### config.mk
export PLATFORM = sky130hd
export DESIGN_NAME = axisMonTop
export DESIGN_NICKNAME = d
export VERILOG_FILES = /design/src/hdl/axisMonPkg.sv /design/src/hdl/handshakeCheck.sv /design/src/hdl/transferStats.sv /design/src/hdl/monControl.sv /design/src/hdl/axisMonTop.sv
export SDC_FILE = /design/constraint.sdc
export NUM_CORES = 1
export LEC_CHECK = 0
export BUFFER_PORTS_ARGS = -buffer_cell sky130_fd_sc_hd__clkbuf_2
export CAP_MARGIN = 5
export CORE_MARGIN = 3
export CORE_UTILIZATION = 45
export DETAILED_ROUTE_END_ITERATION = 8
export PLACE_DENSITY = 0.65
export SYNTH_ARGS = -nofsm -noshare
export SYNTH_HDL_FRONTEND = slang
export SYNTH_SLANG_ARGS = --single-unit
export TNS_END_PERCENT = 1
### constraint.sdc
create_clock -name ACLK -period 4.32 [get_ports ACLK]
set_input_delay 0.216 -clock ACLK [delete_from_list [all_inputs] [get_ports ACLK]]
set_output_delay 0.216 -clock ACLK [all_outputs]
set_load 0.01 [all_outputs]
### src/hdl/axisMonPkg.sv
// shared widths, register map and types for the AXI4-Stream protocol monitor
package axisMonPkg;

   // stream geometry
   localparam int DATA_BYTES = 4;        // byte lanes carried on tdata
   localparam int ID_WIDTH   = 8;        // tid bits
   localparam int DEST_WIDTH = 4;        // tdest bits
   localparam int USER_WIDTH = 4;        // tuser bits

   localparam int MAX_WAITS  = 16;       // longest legal run of valid without ready
   localparam int CNT_WIDTH  = 16;       // statistics counters wrap at this width

   // wishbone port geometry
   localparam int WB_ADR_WIDTH = 3;      // word address, eight registers
   localparam int WB_DAT_WIDTH = 32;

   typedef logic [DATA_BYTES*8-1:0]   tdata_t;
   typedef logic [DATA_BYTES-1:0]     laneMask_t;   // tstrb and tkeep
   typedef logic [ID_WIDTH-1:0]       tid_t;
   typedef logic [DEST_WIDTH-1:0]     tdest_t;
   typedef logic [USER_WIDTH-1:0]     tuser_t;
   typedef logic [CNT_WIDTH-1:0]      count_t;
   typedef logic [WB_ADR_WIDTH-1:0]   wbAdr_t;
   typedef logic [WB_DAT_WIDTH-1:0]   wbDat_t;

   // register map
   localparam wbAdr_t ADR_STATUS     = 3'd0;   // sticky violation flags
   localparam wbAdr_t ADR_BEATS      = 3'd1;
   localparam wbAdr_t ADR_PACKETS    = 3'd2;
   localparam wbAdr_t ADR_DATA_BYTES = 3'd3;
   localparam wbAdr_t ADR_POS_BYTES  = 3'd4;
   localparam wbAdr_t ADR_NULL_BYTES = 3'd5;
   localparam wbAdr_t ADR_CLEAR      = 3'd6;   // write bit 0 to clear everything

   // everything that must hold still while tvalid waits
   typedef struct packed {
      tdata_t    tdata;
      laneMask_t tstrb;
      laneMask_t tkeep;
      logic      tlast;
      tid_t      tid;
      tdest_t    tdest;
      tuser_t    tuser;
   } axisBeat_t;

   // first member is the msb, so validDrop lands on bit 0
   typedef struct packed {
      logic reservedLane;   // keep low with strobe high
      logic maxWait;        // ready too late
      logic exitReset;      // valid on the first edge out of reset
      logic payloadChange;  // payload moved during a wait
      logic validDrop;      // valid fell before the handshake
   } violation_t;

   typedef struct packed {
      count_t beats;        // accepted transfers
      count_t packets;      // transfers with tlast
      count_t dataBytes;
      count_t posBytes;
      count_t nullBytes;
   } statCounts_t;

   // wishbone classic request from the host
   typedef struct packed {
      logic   cyc;
      logic   stb;
      logic   we;
      wbAdr_t adr;
      wbDat_t datW;
   } wbReq_t;

   typedef enum logic [0:0] {
      WB_IDLE,              // waiting for cyc and stb
      WB_ACK                // single ack cycle
   } wbState_t;

endpackage

### src/hdl/handshakeCheck.sv
`timescale 1ns/10ps
// handshake rule checker for valid hold, payload stability, reset exit and ready timeout
module handshakeCheck import axisMonPkg::*; (
   input  logic       ACLK,
   input  logic       OPT_RESET,
   input  logic       tvalid,
   input  logic       tready,
   input  axisBeat_t  beat,
   output violation_t hsViol        // combinational, sampled by the sticky register
);

   logic      waitNow;               // valid high and ready low right now
   logic      waitPrev;              // a wait was sampled on the last edge
   axisBeat_t beatPrev;              // payload seen on the last edge
   logic      firstPoint;            // high only on the first edge after reset
   count_t    waitRun;               // wait cycles already seen in this run
   logic      runTooLong;            // this wait cycle is past the bound
   logic      beatMoved;             // payload differs from the last edge

   assign waitNow = tvalid & ~tready;

   // wait tracking and reset exit marker
   always_ff @(posedge ACLK) begin
      if (OPT_RESET) begin
         waitPrev   <= 1'b0;
         firstPoint <= 1'b1;         // armed for the release edge
      end else begin
         waitPrev   <= waitNow;
         firstPoint <= 1'b0;         // one shot
      end
   end

   // payload history, compared only behind a wait
   always_ff @(posedge ACLK) begin
      beatPrev <= beat;
   end

   // run length of consecutive waits
   always_ff @(posedge ACLK) begin
      if (OPT_RESET) begin
         waitRun <= '0;
      end else if (!waitNow) begin
         waitRun <= '0;              // handshake or idle ends the run
      end else if (waitRun <= count_t'(MAX_WAITS)) begin
         waitRun <= waitRun + 1'b1;  // stops at MAX_WAITS+1
      end
   end

   // the MAX_WAITS+1-th wait cycle and beyond
   assign runTooLong = waitNow & (waitRun >= count_t'(MAX_WAITS));

   // whole payload in one compare, tdata through tuser
   assign beatMoved = (beat != beatPrev);

   always_comb begin
      hsViol               = '0;                          // reservedLane stays low here
      hsViol.validDrop     = waitPrev & ~tvalid;           // gave up before ready
      hsViol.payloadChange = waitPrev & tvalid & beatMoved; // still valid, new payload
      hsViol.exitReset     = firstPoint & tvalid;          // valid too early
      hsViol.maxWait       = runTooLong;
   end

endmodule

### src/hdl/transferStats.sv
`timescale 1ns/10ps
// transfer statistics, counts beats, packets and byte classes and flags reserved lanes
module transferStats import axisMonPkg::*; (
   input  logic        ACLK,
   input  logic        OPT_RESET,
   input  logic        clear,         // host clear, wins over a transfer
   input  logic        tvalid,
   input  logic        tready,
   input  axisBeat_t   beat,
   output statCounts_t stats,
   output logic        laneViol       // reserved lane on this transfer
);

   logic      xfer;                   // handshake this cycle
   laneMask_t dataMask;               // keep and strobe high
   laneMask_t posMask;                // keep high, strobe low
   laneMask_t nullMask;               // both low
   laneMask_t rsvMask;                // keep low, strobe high
   count_t    dataInc;
   count_t    posInc;
   count_t    nullInc;
   count_t    pktInc;

   // number of set lanes in a mask
   function automatic count_t popCount(input laneMask_t mask);
      count_t total;
      total = '0;
      for (int i = 0; i < DATA_BYTES; i++) begin
         total = total + count_t'(mask[i]);
      end
      return total;
   endfunction

   assign xfer = tvalid & tready;

   // lane classes from tkeep/tstrb
   assign dataMask = beat.tkeep & beat.tstrb;
   assign posMask  = beat.tkeep & ~beat.tstrb;
   assign nullMask = ~beat.tkeep & ~beat.tstrb;
   assign rsvMask  = ~beat.tkeep & beat.tstrb;

   assign dataInc = popCount(dataMask);
   assign posInc  = popCount(posMask);
   assign nullInc = popCount(nullMask);
   assign pktInc  = count_t'(beat.tlast);   // packet boundary

   // only accepted beats matter
   assign laneViol = xfer & (|rsvMask);

   // counters wrap on overflow
   always_ff @(posedge ACLK) begin
      if (OPT_RESET || clear) begin
         stats <= '0;
      end else if (xfer) begin
         stats.beats     <= stats.beats + 1'b1;
         stats.packets   <= stats.packets + pktInc;
         stats.dataBytes <= stats.dataBytes + dataInc;
         stats.posBytes  <= stats.posBytes + posInc;
         stats.nullBytes <= stats.nullBytes + nullInc;   // reserved lanes count nowhere
      end
   end

endmodule

### src/hdl/monControl.sv
`timescale 1ns/10ps
// wishbone classic slave with sticky violation status, counter readback and clear command
module monControl import axisMonPkg::*; (
   input  logic        ACLK,
   input  logic        OPT_RESET,
   // host side
   input  wbReq_t      wbReq,
   output wbDat_t      wbDatR,        // valid in the ack cycle
   output logic        wbAck,
   // monitor side
   input  violation_t  hsViol,
   input  logic        laneViol,
   input  statCounts_t stats,
   output logic        clear          // one cycle, to the datapath blocks
);

   wbState_t   state;
   logic       reqSeen;               // cyc and stb both high
   logic       clearHit;              // write to the clear register
   violation_t newViol;               // all rule hits this cycle
   violation_t sticky;                // accumulated since reset or clear

   assign reqSeen = wbReq.cyc & wbReq.stb;

   // classic single-cycle ack
   always_ff @(posedge ACLK) begin
      if (OPT_RESET) begin
         state <= WB_IDLE;
      end else begin
         case (state)
            WB_IDLE: begin
               if (reqSeen) begin
                  state <= WB_ACK;    // ack next cycle
               end
            end
            WB_ACK: begin
               state <= WB_IDLE;      // master drops stb after ack
            end
            default: begin
               state <= WB_IDLE;
            end
         endcase
      end
   end

   assign wbAck = (state == WB_ACK);

   // write decode, other addresses ignored
   assign clearHit = wbReq.we & (wbReq.adr == ADR_CLEAR) & wbReq.datW[0];
   assign clear    = wbAck & clearHit;

   // merge the lane flag into the handshake flags
   always_comb begin
      newViol              = hsViol;
      newViol.reservedLane = hsViol.reservedLane | laneViol;
   end

   // sticky status, clear beats a same-cycle hit
   always_ff @(posedge ACLK) begin
      if (OPT_RESET) begin
         sticky <= '0;
      end else if (clear) begin
         sticky <= '0;
      end else begin
         sticky <= sticky | newViol;
      end
   end

   // read mux, address held by the master through the ack
   always_comb begin
      wbDatR = '0;                    // unmapped and clear read as zero
      case (wbReq.adr)
         ADR_STATUS: begin
            wbDatR[$bits(violation_t)-1:0] = sticky;
         end
         ADR_BEATS: begin
            wbDatR[CNT_WIDTH-1:0] = stats.beats;
         end
         ADR_PACKETS: begin
            wbDatR[CNT_WIDTH-1:0] = stats.packets;
         end
         ADR_DATA_BYTES: begin
            wbDatR[CNT_WIDTH-1:0] = stats.dataBytes;
         end
         ADR_POS_BYTES: begin
            wbDatR[CNT_WIDTH-1:0] = stats.posBytes;
         end
         ADR_NULL_BYTES: begin
            wbDatR[CNT_WIDTH-1:0] = stats.nullBytes;
         end
         default: begin
            wbDatR = '0;
         end
      endcase
   end

endmodule

### src/hdl/axisMonTop.sv
`timescale 1ns/10ps
// AXI4-Stream passive monitor top, stream checkers and statistics behind a wishbone slave
module axisMonTop import axisMonPkg::*; (
   input  logic      ACLK,
   input  logic      OPT_RESET,      // synchronous, stands in for the link reset
   // observed stream, nothing is driven back
   input  logic      tvalid,
   input  logic      tready,
   input  axisBeat_t beat,
   // host port
   input  wbReq_t    wbReq,
   output wbDat_t    wbDatR,
   output logic      wbAck
);

   violation_t  hsViol;              // handshake rule hits, reservedLane unused
   logic        laneViol;            // reserved tkeep/tstrb lane on a transfer
   statCounts_t stats;               // live counters
   logic        clear;               // one-cycle clear from the host

   handshakeCheck handshakeCheck_i (
      .ACLK      (ACLK),
      .OPT_RESET (OPT_RESET),
      .tvalid    (tvalid),
      .tready    (tready),
      .beat      (beat),
      .hsViol    (hsViol)
   );

   transferStats transferStats_i (
      .ACLK      (ACLK),
      .OPT_RESET (OPT_RESET),
      .clear     (clear),
      .tvalid    (tvalid),
      .tready    (tready),
      .beat      (beat),
      .stats     (stats),
      .laneViol  (laneViol)
   );

   monControl monControl_i (
      .ACLK      (ACLK),
      .OPT_RESET (OPT_RESET),
      .wbReq     (wbReq),
      .wbDatR    (wbDatR),
      .wbAck     (wbAck),
      .hsViol    (hsViol),
      .laneViol  (laneViol),
      .stats     (stats),
      .clear     (clear)
   );

endmodule

# Word level (Yosys, flattened, before mapping)

Index checks and enable logic that the tools add are counted.

Reductions and logical operators: 5
$lt $le $gt $ge: 2
Muxes and demuxes: 5
Bitwise gates (word level): 23
Add/subtract/negate cells: 15
Equality and inequality tests: 7

Operators by type and width:

| operator              | count |
|---|---|
| $add 16x1->16         | 7 |
| $ne 57x57->1          | 1 |
| $pmux 11 s5           | 1 |
| $add 16x16->16        | 3 |
| $add 16x1->16 const B | 2 |
| $pmux 5 s6            | 1 |
| $and 4x4->4           | 4 |
| $ge 16x5->1 const B   | 1 |
| $le 16x5->1 const B   | 1 |
| $and 1x1->1           | 12 |
| $eq 3x3->1 const B    | 3 |
| $not 4->4             | 2 |
| $add 1x1->2           | 3 |
| $eq 3x2->1 const B    | 2 |
| $or 5x5->5            | 1 |
| $not 1->1             | 4 |
| $reduce_or 2->1       | 2 |
| $reduce_or 4->1       | 1 |
| $eq 3x1->1 const B    | 1 |
| $logic_not 3->1       | 1 |
| $mux 1                | 2 |
| $pmux 1 s2            | 1 |
| $logic_or 1x1->1      | 1 |

Logic and storage cells: 78
Register bits after elaboration: 161
Input port bits: 99
Output and inout port bits: 33

# Longest topological paths before layout

Word-level depth: 6
Depth in mapped cells: 13
Gate-level depth less buffers: 13

# Cells and area by module

A second synthesis with hierarchy kept.

Cell total of the unflattened synthesis: 767
Area total of the unflattened synthesis: 7363.3 um^2

By module, submodules not included:

| module         | instances | seq. area each (um^2) | area each (um^2) | cells each |
|---|---|---|---|---|
| transferStats  | 1         | 1601.5                | 3893.7           | 452 |
| handshakeCheck | 1         | 1501.4                | 2453.6           | 201 |
| monControl     | 1         | 120.1                 | 1016.0           | 114 |

# Worst setup path before layout

No wires, ideal clock.

Path kind: input to register
Start: in beat[17] (netlist bit)
End: reg, netlist name transferStats_i.stats[42]
Buffers on the path: 0
Path slack: 1695 ps
Required time: 4206 ps
Stages on the path: 13
Arrival time: 2511 ps
Setup time: 114 ps
Cells stage by stage: and2_1 ha_1 inv_1 fa_1 inv_1 ha_1 inv_1 fa_1 nand2b_1 a211oi_2 nand4_1 xor2_1 nor2_1

Cells in the longest elaborated chain, start to end: 5

RTL lines:

| element                    | line                | RTL |
|---|---|---|
| start: declaration         | axisMonTop.sv:9     | `input axisBeat_t beat,` |
| $and 4x4->4                | transferStats.sv:37 | `assign dataMask = beat.tkeep & beat.tstrb;` |
| $add 1x1->2                | transferStats.sv:29 | `total = total + count_t'(mask[i]);` |
| $add 16x1->16 (2 in a row) | transferStats.sv:29 |  |
| $add 16x16->16             | transferStats.sv:57 | `stats.dataBytes <= stats.dataBytes + dataInc;` |

No other way between the ends.
A chain may end at the register's enable or synchronous reset.

# Worst setup path in the final report

Start: in beat[22] (netlist bit)
End: reg, netlist name transferStats_i.stats[42]

Cells in the longest elaborated chain, start to end: 5

RTL lines:

| element                    | line |
|---|---|
| $and 4x4->4                | transferStats.sv:37 |
| $add 1x1->2                | transferStats.sv:29 |
| $add 16x1->16 (2 in a row) | transferStats.sv:29 |
| $add 16x16->16             | transferStats.sv:57 |

No other way between the ends.

==> metrics.md <==
| Metric | Value |
|---|---|
| Horiz. Die Dim | 134 um |
| Worst reg2reg endpoint | transferStats_i.stats[42]$_SDFFE_PP0P_ |
| Final-stage net count | 1041 |
| Crit path max-delay family | adder cells |
| Crit path max-delay cell type | dlygate4sd3_1 |
| Clock-pin slew of the registers on the worst-case setup and hold paths | 70 ps |
| Upper clock frequency limit | 0.310 GHz |
| IO Pins | 132 |
| Worst hold-check path type | input port to flop |
| Gate count after technology mapping | 780 |
| Syn Area/Cell | 9.41 um^2 |
| Total non-filler cell area in the finished layout | 0.00899 mm^2 |
| Number of buffers inserted during clock tree synthesis | 17 |
| Top cells by area, synth | dfxtp_1 44%, xnor2_1 12%, nor2_1 4.6% |
| Critical path required time | 4620 ps |
| Worst vdd ir | 0.278 mV |
| Cell with the most instances after synthesis | dfxtp_1 |
| Initial antenna violation count | 0 |
| First DRT Iteration DRCs | 280 |
| Largest fanout of any net on the critical path | 6 |
| Last weighted congestion value of the routability-driven placer | 0.842 |
| Worst r2r path cells | 11 |
| Finish-stage setup viols | 0 |
| Final-report max-slew violation count | 0 |
| Depth of the CTS H-tree | 4 |
| Total negative setup slack | 0 ps |
| Number of detailed-route iterations in the first pass | 6 |
| Combined area of the multi-input logic cells | 0.00378 mm^2 |
| Post-route DRC violation count | 0 |
| Most common library cells after synthesis | 161 x dfxtp_1, 97 x xnor2_1, 89 x nor2_1 |
| Start point of the critical path | beat[22] |
| Clock tree sinks | 161 |
| WP depth | 15 |
| Leading register cell type out of synthesis | dfxtp_1 |
| Power Total | 3290 uW |
| Crit path launch type | input port |
| HPWL after detailed placement | 11600 um |
| CTS tree | built |
| Synth unique cells | 49 |
| FF+latch count, synth | 161 |
| Library cell with the largest summed area after synthesis | dfxtp_1 |
| Final hold vios | 0 |
| Via count of the first global-routing pass | 5710 |
| Fraction of final layout cells sized beyond drive strength 1 | 15.4% |
| Total cell area at the placement stage | 0.00784 mm^2 |
| First-pass GRT wire length | 28300 um |
| Number of nets with antenna violations after detailed routing | 0 |
| Startpoint of the lowest-slack register-to-register path | transferStats_i.stats[32]$_SDFFE_PP0P_ |
| Sequential cell area in the final layout | 0.00322 mm^2 |
| Highest cell delay on the worst timing path | 540 ps |
| Outcome | complete, no violations |
| Post-layout instance count excluding filler cells | 1145 |
| Filler cell count in the final layout | 1438 |
| Leak Pwr | 0.00349 uW |
| Remaining Overflow, GRT | 0 |
| Wire length per cell | 15.2 um |
| Pin count of the biggest net entering global routing | 47 |
| Maximum clock path buffer count | 2 |
| Clock insertion delay at the later pin of the skew report | 430 ps |
| Post-synthesis instance area | 0.00734 mm^2 |
| Endpoint type of the worst setup path | flop |
| Overall routing resource usage | 19.8% |
| Area share of the leading cell type in the synthesized netlist | 43.9% |
| Clock period minus worst slack | 3220 ps |
| Vias | 5778 |
| Worst slew margin relative to its limit | 47.2% |
| Total buffers and inverters traversed by the critical path | 5 |
| Setup ws final | 1100 ps |
| Height of the die | 134 um |
| WL final | 17400 um |
| Resize count post-CTS | 0 |
| Unrepaired setup endpoints after global routing | false |
| Root buffer cell | clkbuf_16 |
| Count of input and output buffers | 84 |
| Sequential share of the synthesized area | 43.9% |
| Core Region | 0.0159 mm^2 |
| Slack of the worst reg-to-reg path | 1650 ps |
| Power per cell area | 365 mW/mm^2 |
| Destination of the critical timing path | transferStats_i.stats[42]$_SDFFE_PP0P_ |
| Arrival @ worst endpoint | 3520 ps |
| Transition time of the tightest slew-check pin | 793 ps |
| Type of the setup path with the least slack | input port to flop |
| Fraction of registers with async set or reset after synthesis | 0% |
| Placed cells | 1054 |
| Max_cap viols | 0 |
| Minimum setup slack after placement | 1220 ps |
| Clock skew after layout | 11.7 ps |
| Routed via count divided by cell count | 5.05 |
| Number of hold buffers added after CTS | 59 |
| Sequence of cells on the critical path | dlygate4sd3_1, clkbuf_2, and2_1, ha_1, inv_1, fa_1, inv_1, ha_1, inv_1, fa_1, nand2b_1, a211oi_2, nand4_1, xor2_1, nor2_1 |
| Final worst path period share | 74.6% |
| Count of flip-flops with a built-in enable after synthesis | 0 |
| Initial core utilization | 46.1% |
| Worst Hold Path Cells | 1 |
| Number of warnings reported in the yosys synthesis log | 0 |
| Number of post-CTS setup repair buffers | 0 |
| Die footprint | 0.0179 mm^2 |
| Standard-cell rows | 46 |
| Most used cell along the critical path | inv_1 |
| Area added between synthesis and finish | 22.5% |
| N_diodes | 0 |
## where the power goes
part,switching (uW),internal [uW],leakage [uW]
Clock,682,770,0.000282
Combinational,148,140,0.00189
Sequential,22.5,1520,0.00132
Total,853,2430,0.00349
## worst min path at each step
stage	endpoint	slack, ps	start
after detailed placement	handshakeCheck_i.beatPrev[33]$_DFF_P_	350	beat[33]
after CTS	handshakeCheck_i.firstPoint$_DFF_P_	9	OPT_RESET
after global routing	handshakeCheck_i.firstPoint$_DFF_P_	10	OPT_RESET
after floorplan	handshakeCheck_i.beatPrev[0]$_DFF_P_	240	beat[0]
after global placement	handshakeCheck_i.beatPrev[33]$_DFF_P_	350	beat[33]
final	handshakeCheck_i.firstPoint$_DFF_P_	10	OPT_RESET
## logic make-up after synthesis
family	share of synthesized area [%]
other cells	0.0511
xor+xnor	14.1
compound gates	7.98
buf+inv	5.52
fa+ha+maj	5.04
simple gates	19.7
flops	43.9
mux	3.70
## cells in the final DEF (no fill, tap or decap), types with 6 or more instances in the layout
| cell | n |
|---|---|
| dlygate4sd3_1 | 59 |
| nor3_1 | 15 |
| nor2b_1 | 7 |
| nand3_1 | 23 |
| a22oi_1 | 16 |
| fa_1 | 6 |
| nand2_1 | 50 |
| inv_8 | 6 |
| or3_1 | 11 |
| nand4_1 | 26 |
| o21ai_0 | 11 |
| ha_1 | 20 |
| conb_1 | 16 |
| o221ai_1 | 9 |
| xor2_1 | 21 |
| and2_1 | 17 |
| mux2i_1 | 17 |
| nor2_1 | 89 |
| mux2_2 | 9 |
| clkbuf_16 | 17 |
| a21oi_1 | 33 |
| xnor2_1 | 97 |
| dfxtp_1 | 161 |
| clkbuf_2 | 84 |
| inv_1 | 28 |
| nor4_1 | 17 |
| o22ai_1 | 7 |
## routing by layer
metal	up-vias	wire length [um]	track usage, %	part of all wire (%)
met1	2707	8020	25.4	46
met4	0	363	6.91	2.1
li1	2915	-	-	-
met3	27	746	4.87	4.3
met2	129	8260	32.7	47
met5	-	0	0	0
## registers in the layout (all words and copies together), names as in the netlist
signal	flops
transferStats_i.stats	80
handshakeCheck_i.waitPrev	1
handshakeCheck_i.firstPoint	1
monControl_i.wbAck	1
monControl_i.sticky	5
handshakeCheck_i.beatPrev	57
handshakeCheck_i.waitRun	16
## through the flow
stage               util [%]  hold slack (ps)
floorplan                  -              244
global placement        49.1              346
detailed placement      49.1              347
CTS                     56.4             8.77
global route            56.4             10.2
finish                  56.4             11.5
## cell type report
type                    instances  area share (%)
clock buffers                  18            4.77
clock inverters                14            1.53
inverters                      28            1.17
multi-input cells             560            42.0
flip-flops and latches        161            35.8
well taps                     216            3.01
repair buffers                148            11.7
Note: power is estimated with default switching activity, not from simulation.
